===== config.mk =====
export PLATFORM = sky130hd
export DESIGN_NAME = bridge_ctrl_top
export DESIGN_NICKNAME = d
export VERILOG_FILES = /design/src/hdl/bridge_pkg.sv /design/src/hdl/adc_capture.sv /design/src/hdl/enable_debounce.sv /design/src/hdl/startup_seq.sv /design/src/hdl/dead_time_gen.sv /design/src/hdl/gate_driver.sv /design/src/hdl/bridge_ctrl_top.sv
export VERILOG_INCLUDE_DIRS = /design/src /design/src/hdl
export SDC_FILE = /design/constraint.sdc
export NUM_CORES = 1
export LEC_CHECK = 0
export ABC_AREA = 1
export BUFFER_PORTS_ARGS = -buffer_cell sky130_fd_sc_hd__buf_4
export CORE_ASPECT_RATIO = 1.25
export CORE_MARGIN = 2
export CORE_UTILIZATION = 51
export CTS_CLUSTER_SIZE = 25
export DETAILED_ROUTE_END_ITERATION = 7
export GPL_TIMING_DRIVEN = 0
export PLACE_DENSITY = 0.84
export SYNTH_ARGS = -nofsm -noshare
export SYNTH_HDL_FRONTEND = slang
export SYNTH_SLANG_ARGS = --single-unit
export TNS_END_PERCENT = 20

===== constraint.sdc =====
create_clock -name ADA_DCO -period 1.7 [get_ports ADA_DCO]
set_clock_uncertainty 0.15 [all_clocks]
set_input_delay 0.34 -clock ADA_DCO [delete_from_list [all_inputs] [get_ports ADA_DCO]]
set_output_delay 0.34 -clock ADA_DCO [all_outputs]
set_load 0.03 [all_outputs]

===== src/hdl/bridge_defs.svh =====
`ifndef BRIDGE_DEFS_SVH
`define BRIDGE_DEFS_SVH

// --------------------
// tank adc words
// --------------------
`define ADC_W            14     // two's complement from the adc
`define ADC_FS_POS       8191   // +full scale, 14'h1fff
`define ADC_FS_NEG       8192   // -full scale, 14'h2000
`define DAC_OFFSET       8191   // shifts the copy to offset binary

// --------------------
// dead time, in ADA_DCO cycles
// --------------------
`define DT_CYC_0         10     // sel 2'b00
`define DT_CYC_1         20     // sel 2'b10
`define DT_CYC_2         40     // sel 2'b01
`define DT_CYC_3         60     // sel 2'b11
`define DT_CNT_W         6      // must hold DT_CYC_3

// --------------------
// start-up and switch timing
// --------------------
`define STARTUP_PRESCALE 4      // clocks per start-up count
`define BOOT_ON_COUNT    10     // leave bootstrap above this
`define BOOT_VG_COUNT    16     // reach run above this
`define DEBOUNCE_CYCLES  32     // stable cycles before the enable moves

`endif


===== src/hdl/bridge_pkg.sv =====
`include "bridge_defs.svh"

package bridge_pkg;

   // conditioned tank sample pair
   // a is the tank voltage channel, b the tank current channel
   typedef struct packed {
      logic signed [`ADC_W-1:0] a;   // channel A, saturated and inverted
      logic signed [`ADC_W-1:0] b;   // channel B, inverted
   } adc_sample_t;

   // gate word seen per transistor
   // leg 1 is m1/m3, leg 2 is m2/m4
   typedef struct packed {
      logic m4;   // leg 2 low side
      logic m3;   // leg 1 low side
      logic m2;   // leg 2 high side
      logic m1;   // leg 1 high side
   } gate_legs_t;

   // same four bits, flat or per leg
   typedef union packed {
      logic [3:0] bits;   // bit 0 is m1 .. bit 3 is m4
      gate_legs_t legs;
   } gate_u;

   // bridge start-up phase
   typedef enum logic [1:0] {
      PH_OFF   = 2'b00,   // all gates off
      PH_BOOT  = 2'b01,   // low sides on, bootstrap caps charge
      PH_FORCE = 2'b10,   // m1 + m4, forces the first tank state
      PH_RUN   = 2'b11    // dead-timed commands go through
   } bridge_phase_t;

endpackage


===== src/hdl/adc_capture.sv =====
`timescale 1ns/1ps
`include "bridge_defs.svh"

module adc_capture (
   input  logic                     ADA_DCO,
   input  logic                     i_arst_n,
   input  logic signed [`ADC_W-1:0] i_ada_data,  // tank voltage, raw
   input  logic                     i_ada_or,    // channel A over-range flag
   input  logic signed [`ADC_W-1:0] i_adb_data,  // tank current, raw
   output bridge_pkg::adc_sample_t  o_sample,
   output logic [`ADC_W-1:0]        o_dac_a,
   output logic [`ADC_W-1:0]        o_dac_b
);

   localparam int W = `ADC_W;
   localparam logic [W-1:0] FS_POS  = W'(`ADC_FS_POS);
   localparam logic [W-1:0] FS_NEG  = W'(`ADC_FS_NEG);
   localparam logic [W-1:0] DAC_OFS = W'(`DAC_OFFSET);

   logic [W-1:0] neg_a;   // polarity-corrected A, before saturation
   logic [W-1:0] neg_b;   // polarity-corrected B
   logic         a_at_neg_fs;

   // sensing is wired inverted on the board, so flip both channels
   assign neg_a = ~i_ada_data + W'(1);   // wraps mod 2^14
   assign neg_b = ~i_adb_data + W'(1);

   // -full scale flagged as over-range has to land on +full scale
   assign a_at_neg_fs = ($unsigned(i_ada_data) == FS_NEG);

   // --------------------
   // sample registers
   // --------------------
   always_ff @(posedge ADA_DCO or negedge i_arst_n) begin
      if (!i_arst_n) begin
         o_sample <= '0;
         o_dac_a  <= '0;
         o_dac_b  <= '0;
      end else begin
         // channel A saturates on over-range
         if (i_ada_or) begin
            o_sample.a <= a_at_neg_fs ? FS_POS : FS_NEG;   // clamp to opposite rail
         end else begin
            o_sample.a <= neg_a;
         end
         o_sample.b <= neg_b;   // no over-range handling on B

         // DAC copies are offset binary, over-range ignored
         o_dac_a <= neg_a + DAC_OFS;
         o_dac_b <= neg_b + DAC_OFS;
      end
   end

endmodule


===== src/hdl/enable_debounce.sv =====
`timescale 1ns/1ps
`include "bridge_defs.svh"

module enable_debounce (
   input  logic ADA_DCO,
   input  logic i_arst_n,
   input  logic i_sw,      // raw enable switch
   output logic o_level    // accepted switch level
);

   localparam int CNT_W = $clog2(`DEBOUNCE_CYCLES);
   localparam logic [CNT_W-1:0] CNT_LAST = CNT_W'(`DEBOUNCE_CYCLES - 1);

   logic [CNT_W-1:0] stable_cnt;   // cycles the switch has disagreed with o_level
   logic             differs;

   assign differs = (i_sw != o_level);

   // --------------------
   // stability counter
   // --------------------
   // counts only while the switch differs from the accepted level,
   // any bounce back clears it
   always_ff @(posedge ADA_DCO or negedge i_arst_n) begin
      if (!i_arst_n) begin
         stable_cnt <= '0;
         o_level    <= 1'b0;   // converter disabled out of reset
      end else begin
         if (!differs) begin
            stable_cnt <= '0;   // bounce or settled
         end else if (stable_cnt == CNT_LAST) begin
            // held long enough, take the new level
            o_level    <= i_sw;
            stable_cnt <= '0;
         end else begin
            stable_cnt <= stable_cnt + CNT_W'(1);
         end
      end
   end

endmodule


===== src/hdl/startup_seq.sv =====
`timescale 1ns/1ps
`include "bridge_defs.svh"

module startup_seq (
   input  logic                      ADA_DCO,
   input  logic                      i_arst_n,
   input  logic                      i_enable,   // debounced converter enable
   output bridge_pkg::bridge_phase_t o_phase
);

   import bridge_pkg::*;

   localparam int PS_W = $clog2(`STARTUP_PRESCALE);
   localparam logic [PS_W-1:0] PS_LAST = PS_W'(`STARTUP_PRESCALE - 1);

   logic [PS_W-1:0] presc;      // divides the clock down to start-up counts
   logic [7:0]      boot_cnt;   // start-up count
   logic            vg_ok;      // count past the forced-state window

   assign vg_ok = (boot_cnt > 8'(`BOOT_VG_COUNT));

   // --------------------
   // start-up counter
   // --------------------
   always_ff @(posedge ADA_DCO or negedge i_arst_n) begin
      if (!i_arst_n) begin
         presc    <= '0;
         boot_cnt <= '0;
      end else if (!i_enable) begin
         presc    <= '0;   // restart from zero on the next enable
         boot_cnt <= '0;
      end else if (!vg_ok) begin
         if (presc == PS_LAST) begin
            presc    <= '0;
            boot_cnt <= boot_cnt + 8'd1;
         end else begin
            presc <= presc + PS_W'(1);
         end
      end
      // once running the count just holds
   end

   // phase decode, off wins whenever the enable is low
   always_comb begin
      if (!i_enable) o_phase = PH_OFF;
      else if (boot_cnt <= 8'(`BOOT_ON_COUNT)) o_phase = PH_BOOT;   // charge caps
      else if (!vg_ok) o_phase = PH_FORCE;
      else o_phase = PH_RUN;
   end

endmodule


===== src/hdl/dead_time_gen.sv =====
`timescale 1ns/1ps
`include "bridge_defs.svh"

module dead_time_gen (
   input  logic              ADA_DCO,
   input  logic              i_arst_n,
   input  logic [1:0]        i_dt_sel,   // dead-time select
   input  bridge_pkg::gate_u i_cmd,      // raw gate commands
   output bridge_pkg::gate_u o_gate      // turn-on delayed commands
);

   localparam int CW = `DT_CNT_W;

   logic [CW-1:0] dt_cyc;        // selected dead time D
   logic [CW-1:0] on_cnt [4];    // one per transistor

   // --------------------
   // select decode
   // --------------------
   // note the swapped middle codes, 2'b10 is the shorter one
   always_comb begin
      case (i_dt_sel)
         2'b00:   dt_cyc = CW'(`DT_CYC_0);
         2'b10:   dt_cyc = CW'(`DT_CYC_1);
         2'b01:   dt_cyc = CW'(`DT_CYC_2);
         default: dt_cyc = CW'(`DT_CYC_3);   // 2'b11
      endcase
   end

   // --------------------
   // per-bit turn-on delay
   // --------------------
   // low command drops the gate after one register,
   // high command needs D cycles of count before the gate follows
   always_ff @(posedge ADA_DCO or negedge i_arst_n) begin
      if (!i_arst_n) begin
         o_gate.bits <= '0;
         for (int i = 0; i < 4; i++) begin
            on_cnt[i] <= '0;
         end
      end else begin
         for (int i = 0; i < 4; i++) begin
            if (!i_cmd.bits[i]) begin
               on_cnt[i]      <= '0;     // turn-off is immediate
               o_gate.bits[i] <= 1'b0;
            end else if (on_cnt[i] >= dt_cyc) begin
               o_gate.bits[i] <= 1'b1;   // dead time elapsed, counter parks
            end else begin
               on_cnt[i] <= on_cnt[i] + CW'(1);
            end
         end
      end
   end

endmodule


===== src/hdl/gate_driver.sv =====
`timescale 1ns/1ps

module gate_driver (
   input  logic                      ADA_DCO,
   input  logic                      i_arst_n,
   input  bridge_pkg::bridge_phase_t i_phase,
   input  bridge_pkg::gate_u         i_gate,   // dead-timed commands
   output bridge_pkg::gate_u         o_q       // gate pins
);

   import bridge_pkg::*;

   logic  shoot_thru;   // both switches of one leg requested
   gate_u q_nxt;

   // high and low side of the same leg must never be on together
   assign shoot_thru = (i_gate.legs.m1 & i_gate.legs.m3) |
                       (i_gate.legs.m2 & i_gate.legs.m4);

   // --------------------
   // pattern select
   // --------------------
   always_comb begin
      q_nxt.bits = 4'b0000;
      if (!shoot_thru) begin   // blank everything on a leg conflict
         case (i_phase)
            PH_BOOT: begin
               q_nxt.legs.m3 = 1'b1;   // low sides, charge bootstrap
               q_nxt.legs.m4 = 1'b1;
            end
            PH_FORCE: begin
               q_nxt.legs.m1 = 1'b1;   // diagonal pair, first tank state
               q_nxt.legs.m4 = 1'b1;
            end
            PH_RUN:  q_nxt = i_gate;
            default: q_nxt.bits = 4'b0000;   // PH_OFF
         endcase
      end
   end

   always_ff @(posedge ADA_DCO or negedge i_arst_n) begin
      if (!i_arst_n) o_q <= '0;   // gates off
      else o_q <= q_nxt;
   end

endmodule


===== src/hdl/bridge_ctrl_top.sv =====
`timescale 1ns/1ps
`include "bridge_defs.svh"

module bridge_ctrl_top (
   input  logic                     ADA_DCO,
   input  logic                     i_arst_n,
   // tank adcs
   input  logic signed [`ADC_W-1:0] i_ada_data,
   input  logic                     i_ada_or,
   input  logic signed [`ADC_W-1:0] i_adb_data,
   // user controls
   input  logic                     i_sw_enable,   // converter enable switch
   input  logic [1:0]               i_dt_sel,      // dead-time select
   // commands from the control law
   input  bridge_pkg::gate_u        i_gate_cmd,
   // outputs
   output bridge_pkg::adc_sample_t  o_sample,
   output logic [`ADC_W-1:0]        o_dac_a,
   output logic [`ADC_W-1:0]        o_dac_b,
   output bridge_pkg::gate_u        o_q            // m1..m4 gate pins
);

   import bridge_pkg::*;

   logic          enable;    // debounced switch
   bridge_phase_t phase;     // start-up phase
   gate_u         gate_dt;   // commands after dead time

   // --------------------
   // tank sensing
   // --------------------
   adc_capture u_adc_capture (
      .ADA_DCO    (ADA_DCO),
      .i_arst_n   (i_arst_n),
      .i_ada_data (i_ada_data),
      .i_ada_or   (i_ada_or),
      .i_adb_data (i_adb_data),   // B sampled on the A clock
      .o_sample   (o_sample),
      .o_dac_a    (o_dac_a),
      .o_dac_b    (o_dac_b)
   );

   // --------------------
   // enable and start-up
   // --------------------
   enable_debounce u_enable_debounce (
      .ADA_DCO  (ADA_DCO),
      .i_arst_n (i_arst_n),
      .i_sw     (i_sw_enable),
      .o_level  (enable)
   );

   startup_seq u_startup_seq (
      .ADA_DCO  (ADA_DCO),
      .i_arst_n (i_arst_n),
      .i_enable (enable),   // only reader of the enable
      .o_phase  (phase)
   );

   // --------------------
   // gate path
   // --------------------
   dead_time_gen u_dead_time_gen (
      .ADA_DCO  (ADA_DCO),
      .i_arst_n (i_arst_n),
      .i_dt_sel (i_dt_sel),
      .i_cmd    (i_gate_cmd),
      .o_gate   (gate_dt)
   );

   gate_driver u_gate_driver (
      .ADA_DCO  (ADA_DCO),
      .i_arst_n (i_arst_n),
      .i_phase  (phase),
      .i_gate   (gate_dt),
      .o_q      (o_q)         // interlocked and registered
   );

endmodule


==> impl_results.rst <==
.. list-table::
   :header-rows: 1

   * - Metric
     - Value
   * - Clock Latency Late Sink
     - ~0.34 ns
   * - Final hold violations
     - 75
   * - Largest cells by area after synthesis
     - sky130_fd_sc_hd__dfrtp_1 47%, sky130_fd_sc_hd__nand2_1 9.2%, sky130_fd_sc_hd__ha_1 7.0%, sky130_fd_sc_hd__inv_1 5.9%, sky130_fd_sc_hd__nand3_1 4.8%
   * - Max Cap Violations
     - 0
   * - Pin count of the biggest net entering global routing
     - 105
   * - Port Buffers
     - 95
   * - Leak Pwr
     - around 3.8 nW
   * - Combinational cell fraction of total power
     - 24.6%
   * - Pins over their slew limit
     - 0
   * - Nets
     - 876
   * - Worst path cell trace
     - inv_2 > ha_4 > inv_2 > o21ai_2 > nand4_1 > nand3_4 > nor2_4 > o21ai_2 > a21oi_2
   * - DR vias/cell
     - 5.36
   * - Mean Syn Cell Area
     - between 8 and 9 sq um
   * - Count of nets left with antenna violations after detail routing
     - 0
   * - Clock tree from TritonCTS
     - done
   * - Share of async-settable or async-resettable flops after synthesis
     - 100%
   * - Fraction of power consumed by the clock network
     - 32.6%
   * - CTS H-tree depth
     - 3
   * - Setup violators final
     - 25
   * - Transition time of the tightest slew-check pin
     - slightly above 0.9 ns
   * - Via count of the first global-routing pass
     - about 5k
   * - Floorplan die height
     - 121 um
   * - Detailed Routing Iterations Pass 1
     - 7
   * - Worst slew margin relative to its limit
     - between 30% and 40%
   * - Violated checks
     - hold timing, setup timing
   * - Startpoint type of the worst setup path
     - flop
   * - Via Count
     - about 5.1k
   * - Die Outline Area
     - approximately 12,000 sq um
   * - CP max-delay cell
     - sky130_fd_sc_hd__dfrtp_1
   * - Clk root buf
     - sky130_fd_sc_hd__clkbuf_16
   * - Post-detail-place hpwl
     - approximately 9300 um
   * - Setup repair after global routing missed its margin
     - true
   * - Total Power
     - 6.69 mW
   * - Total number of clock tree sinks
     - around 100
   * - Initial Utilization
     - around 52%
   * - Reg clk slew, reported paths
     - 0.07 ns
   * - Syn Std Cell Area
     - ~5600 sq um
   * - Sequential Power Share
     - 42.8%
   * - Leading cell type in the layout, fill and taps excluded
     - sky130_fd_sc_hd__buf_4
   * - Category of the most critical setup path
     - reg2reg
   * - Net switching share of the total power
     - between 30% and 40%
   * - Largest area contributor in the synthesized netlist
     - sky130_fd_sc_hd__dfrtp_1
   * - Warnings from Yosys
     - 0
   * - Ports
     - 98
   * - Final worst setup slack
     - -0.135 ns
   * - Shortest clock period the worst path allows after layout
     - around 1.8 ns
   * - Path type of the worst min-delay path
     - in2async
   * - Worst vdd rail ir drop
     - between 600 and 700 uV
   * - Mapped Cells
     - between 600 and 700
   * - Global placer's final weighted congestion
     - 0.979
   * - Max FO, Critical Path
     - 5
   * - Count of flip-flops with a built-in enable after synthesis
     - 0
   * - WL per Instance
     - 15.6 um
   * - Ratio of final minimum period to clock period
     - 108%
   * - Crit path required time
     - 1.78 ns
   * - Share of the yosys chip area belonging to registers
     - 46.7%
   * - Total of fill cells in the finished design
     - around 770
   * - Share of the synthesized area in the top cell type
     - between 40% and 50%
   * - Floorplan core area
     - between 10,000 and 15,000 sq um
   * - Max Root-Sink Buffers
     - 2
   * - Core Rows
     - 42
   * - Layout overhead on the synthesized area
     - 35.5%
   * - Maximum clock frequency
     - between 500 and 600 MHz
   * - Min Hold Slack
     - -0.0612 ns
   * - Number of DRC markers in iteration 0
     - around 320
   * - CP bufs+invs
     - 2
   * - Post-detailed-routing wire length
     - 14,800 um
   * - Global-route wire length before repair
     - between 20,000 and 25,000 um
   * - Remaining global-route overflow
     - 0
   * - Power density relative to cell area
     - approximately 890 nW/um^2
   * - Number of remaining DRC errors
     - 0
   * - Inserted Clock Buffers
     - 9
   * - Cell internal power dissipation
     - 4.64 mW
   * - Result of the run
     - finished, violations left
   * - Synth Register Bits
     - roughly 100
   * - Share of cells above drive strength 1
     - ~36%
   * - Chip width
     - around 97 um
   * - Initial antenna violation count
     - 0
   * - Number of different library cells in the post-synthesis netlist
     - 33
   * - Ys flop type
     - sky130_fd_sc_hd__dfrtp_1
   * - Most frequent cells in the layout
     - 131 x sky130_fd_sc_hd__buf_4, 121 x sky130_fd_sc_hd__nand2_1, 103 x sky130_fd_sc_hd__dfrtp_1, 74 x sky130_fd_sc_hd__inv_1, 47 x sky130_fd_sc_hd__nand3_1
   * - Diodes inserted
     - 0
   * - Data arrival, critical path
     - roughly 1.9 ns
   * - Worst path max stage delay
     - 0.40 ns
   * - Type of destination of the critical path
     - flop
   * - Power dissipated by switching net loads
     - around 2.1 mW
   * - Net count after synthesis
     - between 700 and 800
   * - Overall global routing resource usage
     - 23.1%
   * - Critical path's top delay family
     - simple AND/OR/NAND/NOR gates
-- kinds of logic (layout without fill, tap and decap cells) --
| group | after synthesis | count (layout) | share of synthesized area (%) |
|---|---|---|---|
| buffers and inverters | 98 | 249 | 6.61 |
| DFF | 104 | 104 | 46.7 |
| adders and majority gates | 31 | 31 | 6.97 |
| xor gates and xnor gates | 25 | 25 | 4.07 |
| and+or+nand+nor | 326 | 328 | 28.3 |
| AOI/OAI and AO/OA | 75 | 75 | 7.28 |
-- per-layer routing --
metal  global-route usage (%)  share of wire (%)
met5                        0                  0
met2                     43.1                 56
met1                     25.8                 37
met3                     4.39                4.4
met4                     9.64                3.0
-- per-stage QoR --
stage	cells	cell area (sq um)	setup TNS [ns]	util [%]	worst slack (ns)
detailed placement	886	6480	-24.20	61.1	-0.633
finish	944	7540	-1.57	71.1	-0.135
CTS	926	7110	-0.763	66.9	-0.102
global route	944	7540	-3.45	71.1	-0.204
global placement	886	6480	-20.20	61.1	-0.545
floorplan	659	5600	-3.31	-	-0.200
-- final cells by class --
class	instances	area, sq um	share of cell area, %
Inverter	94	367	4.86
Clock buffer	11	233	3.08
Clock inverter	5	81.3	1.08
Sequential cell	104	2600	34.5
Tap cell	132	165	2.19
Multi-Input combinational cell	459	3050	40.4
Buffer	4	15.0	0.199
Timing Repair Buffer	135	1030	13.7
-- cell usage after synthesis, types with 7 or more instances --
cell and count:
sky130_fd_sc_hd__nor2_1 58, sky130_fd_sc_hd__xnor2_1 7, sky130_fd_sc_hd__nand2_2 20, sky130_fd_sc_hd__nand2_1 137, sky130_fd_sc_hd__a21oi_1 11, sky130_fd_sc_hd__ha_1 31
sky130_fd_sc_hd__inv_2 7, sky130_fd_sc_hd__nor2_4 10, sky130_fd_sc_hd__inv_1 87, sky130_fd_sc_hd__dfrtp_1 104, sky130_fd_sc_hd__nor2_2 11, sky130_fd_sc_hd__o21ai_0 46
sky130_fd_sc_hd__nand4_1 16, sky130_fd_sc_hd__xor2_1 17, sky130_fd_sc_hd__nand3_1 53
-- final timing paths --
check,from,to,slack [ns],cells past startpoint
worst max-delay path,u_dead_time_gen.on_cnt[1]$_DFFE_PN0P_,u_dead_time_gen.on_cnt[2]$_DFFE_PN0P_,-0.14,9
worst min-delay path,i_arst_n,u_dead_time_gen.on_cnt[21]$_DFFE_PN0P_,-0.06,1
worst max register to register,u_dead_time_gen.on_cnt[1]$_DFFE_PN0P_,u_dead_time_gen.on_cnt[2]$_DFFE_PN0P_,-0.14,9
worst min register to register,u_enable_debounce.stable_cnt[0]$_DFF_PN0_,u_enable_debounce.stable_cnt[0]$_DFF_PN0_,0.30,1
max in group asynchronous,i_arst_n,u_dead_time_gen.on_cnt[14]$_DFFE_PN0P_,0.78,1
min in group ADA_DCO,i_ada_data[0],u_adc_capture.o_dac_a[0]$_DFF_PN0_,0.06,2
-- sequential cells by signal (all words and copies together), names as in the netlist --
register / flops
u_gate_driver.o_q: 4
u_startup_seq.boot_cnt: 8
u_adc_capture.o_sample: 28
u_dead_time_gen.on_cnt: 24
u_adc_capture.o_dac_a: 14
u_adc_capture.o_dac_b: 14
u_startup_seq.presc: 2
u_dead_time_gen.o_gate: 4
u_enable_debounce.o_level: 1
u_enable_debounce.stable_cnt: 5
-- power groups by stage --
stage	registers [mW]	logic (mW)	clock network (mW)
after CTS	2.85	1.46	2.21
final	2.86	1.65	2.18
after global placement	2.89	1.32	0
after global routing	2.88	1.80	2.31
after floorplan	3.10	0.660	0
after detailed placement	2.90	1.39	0
-- repair_timing --
action	CTS	global route
endpoints found under the setup margin	44	51
resized for setup	32	79
endpoints found under the hold margin	1	0
hold buffers	1	0
setup buffers	21	18
gates cloned	2	0
pin swaps	23	35
Note: power is estimated with default switching activity, not from simulation.
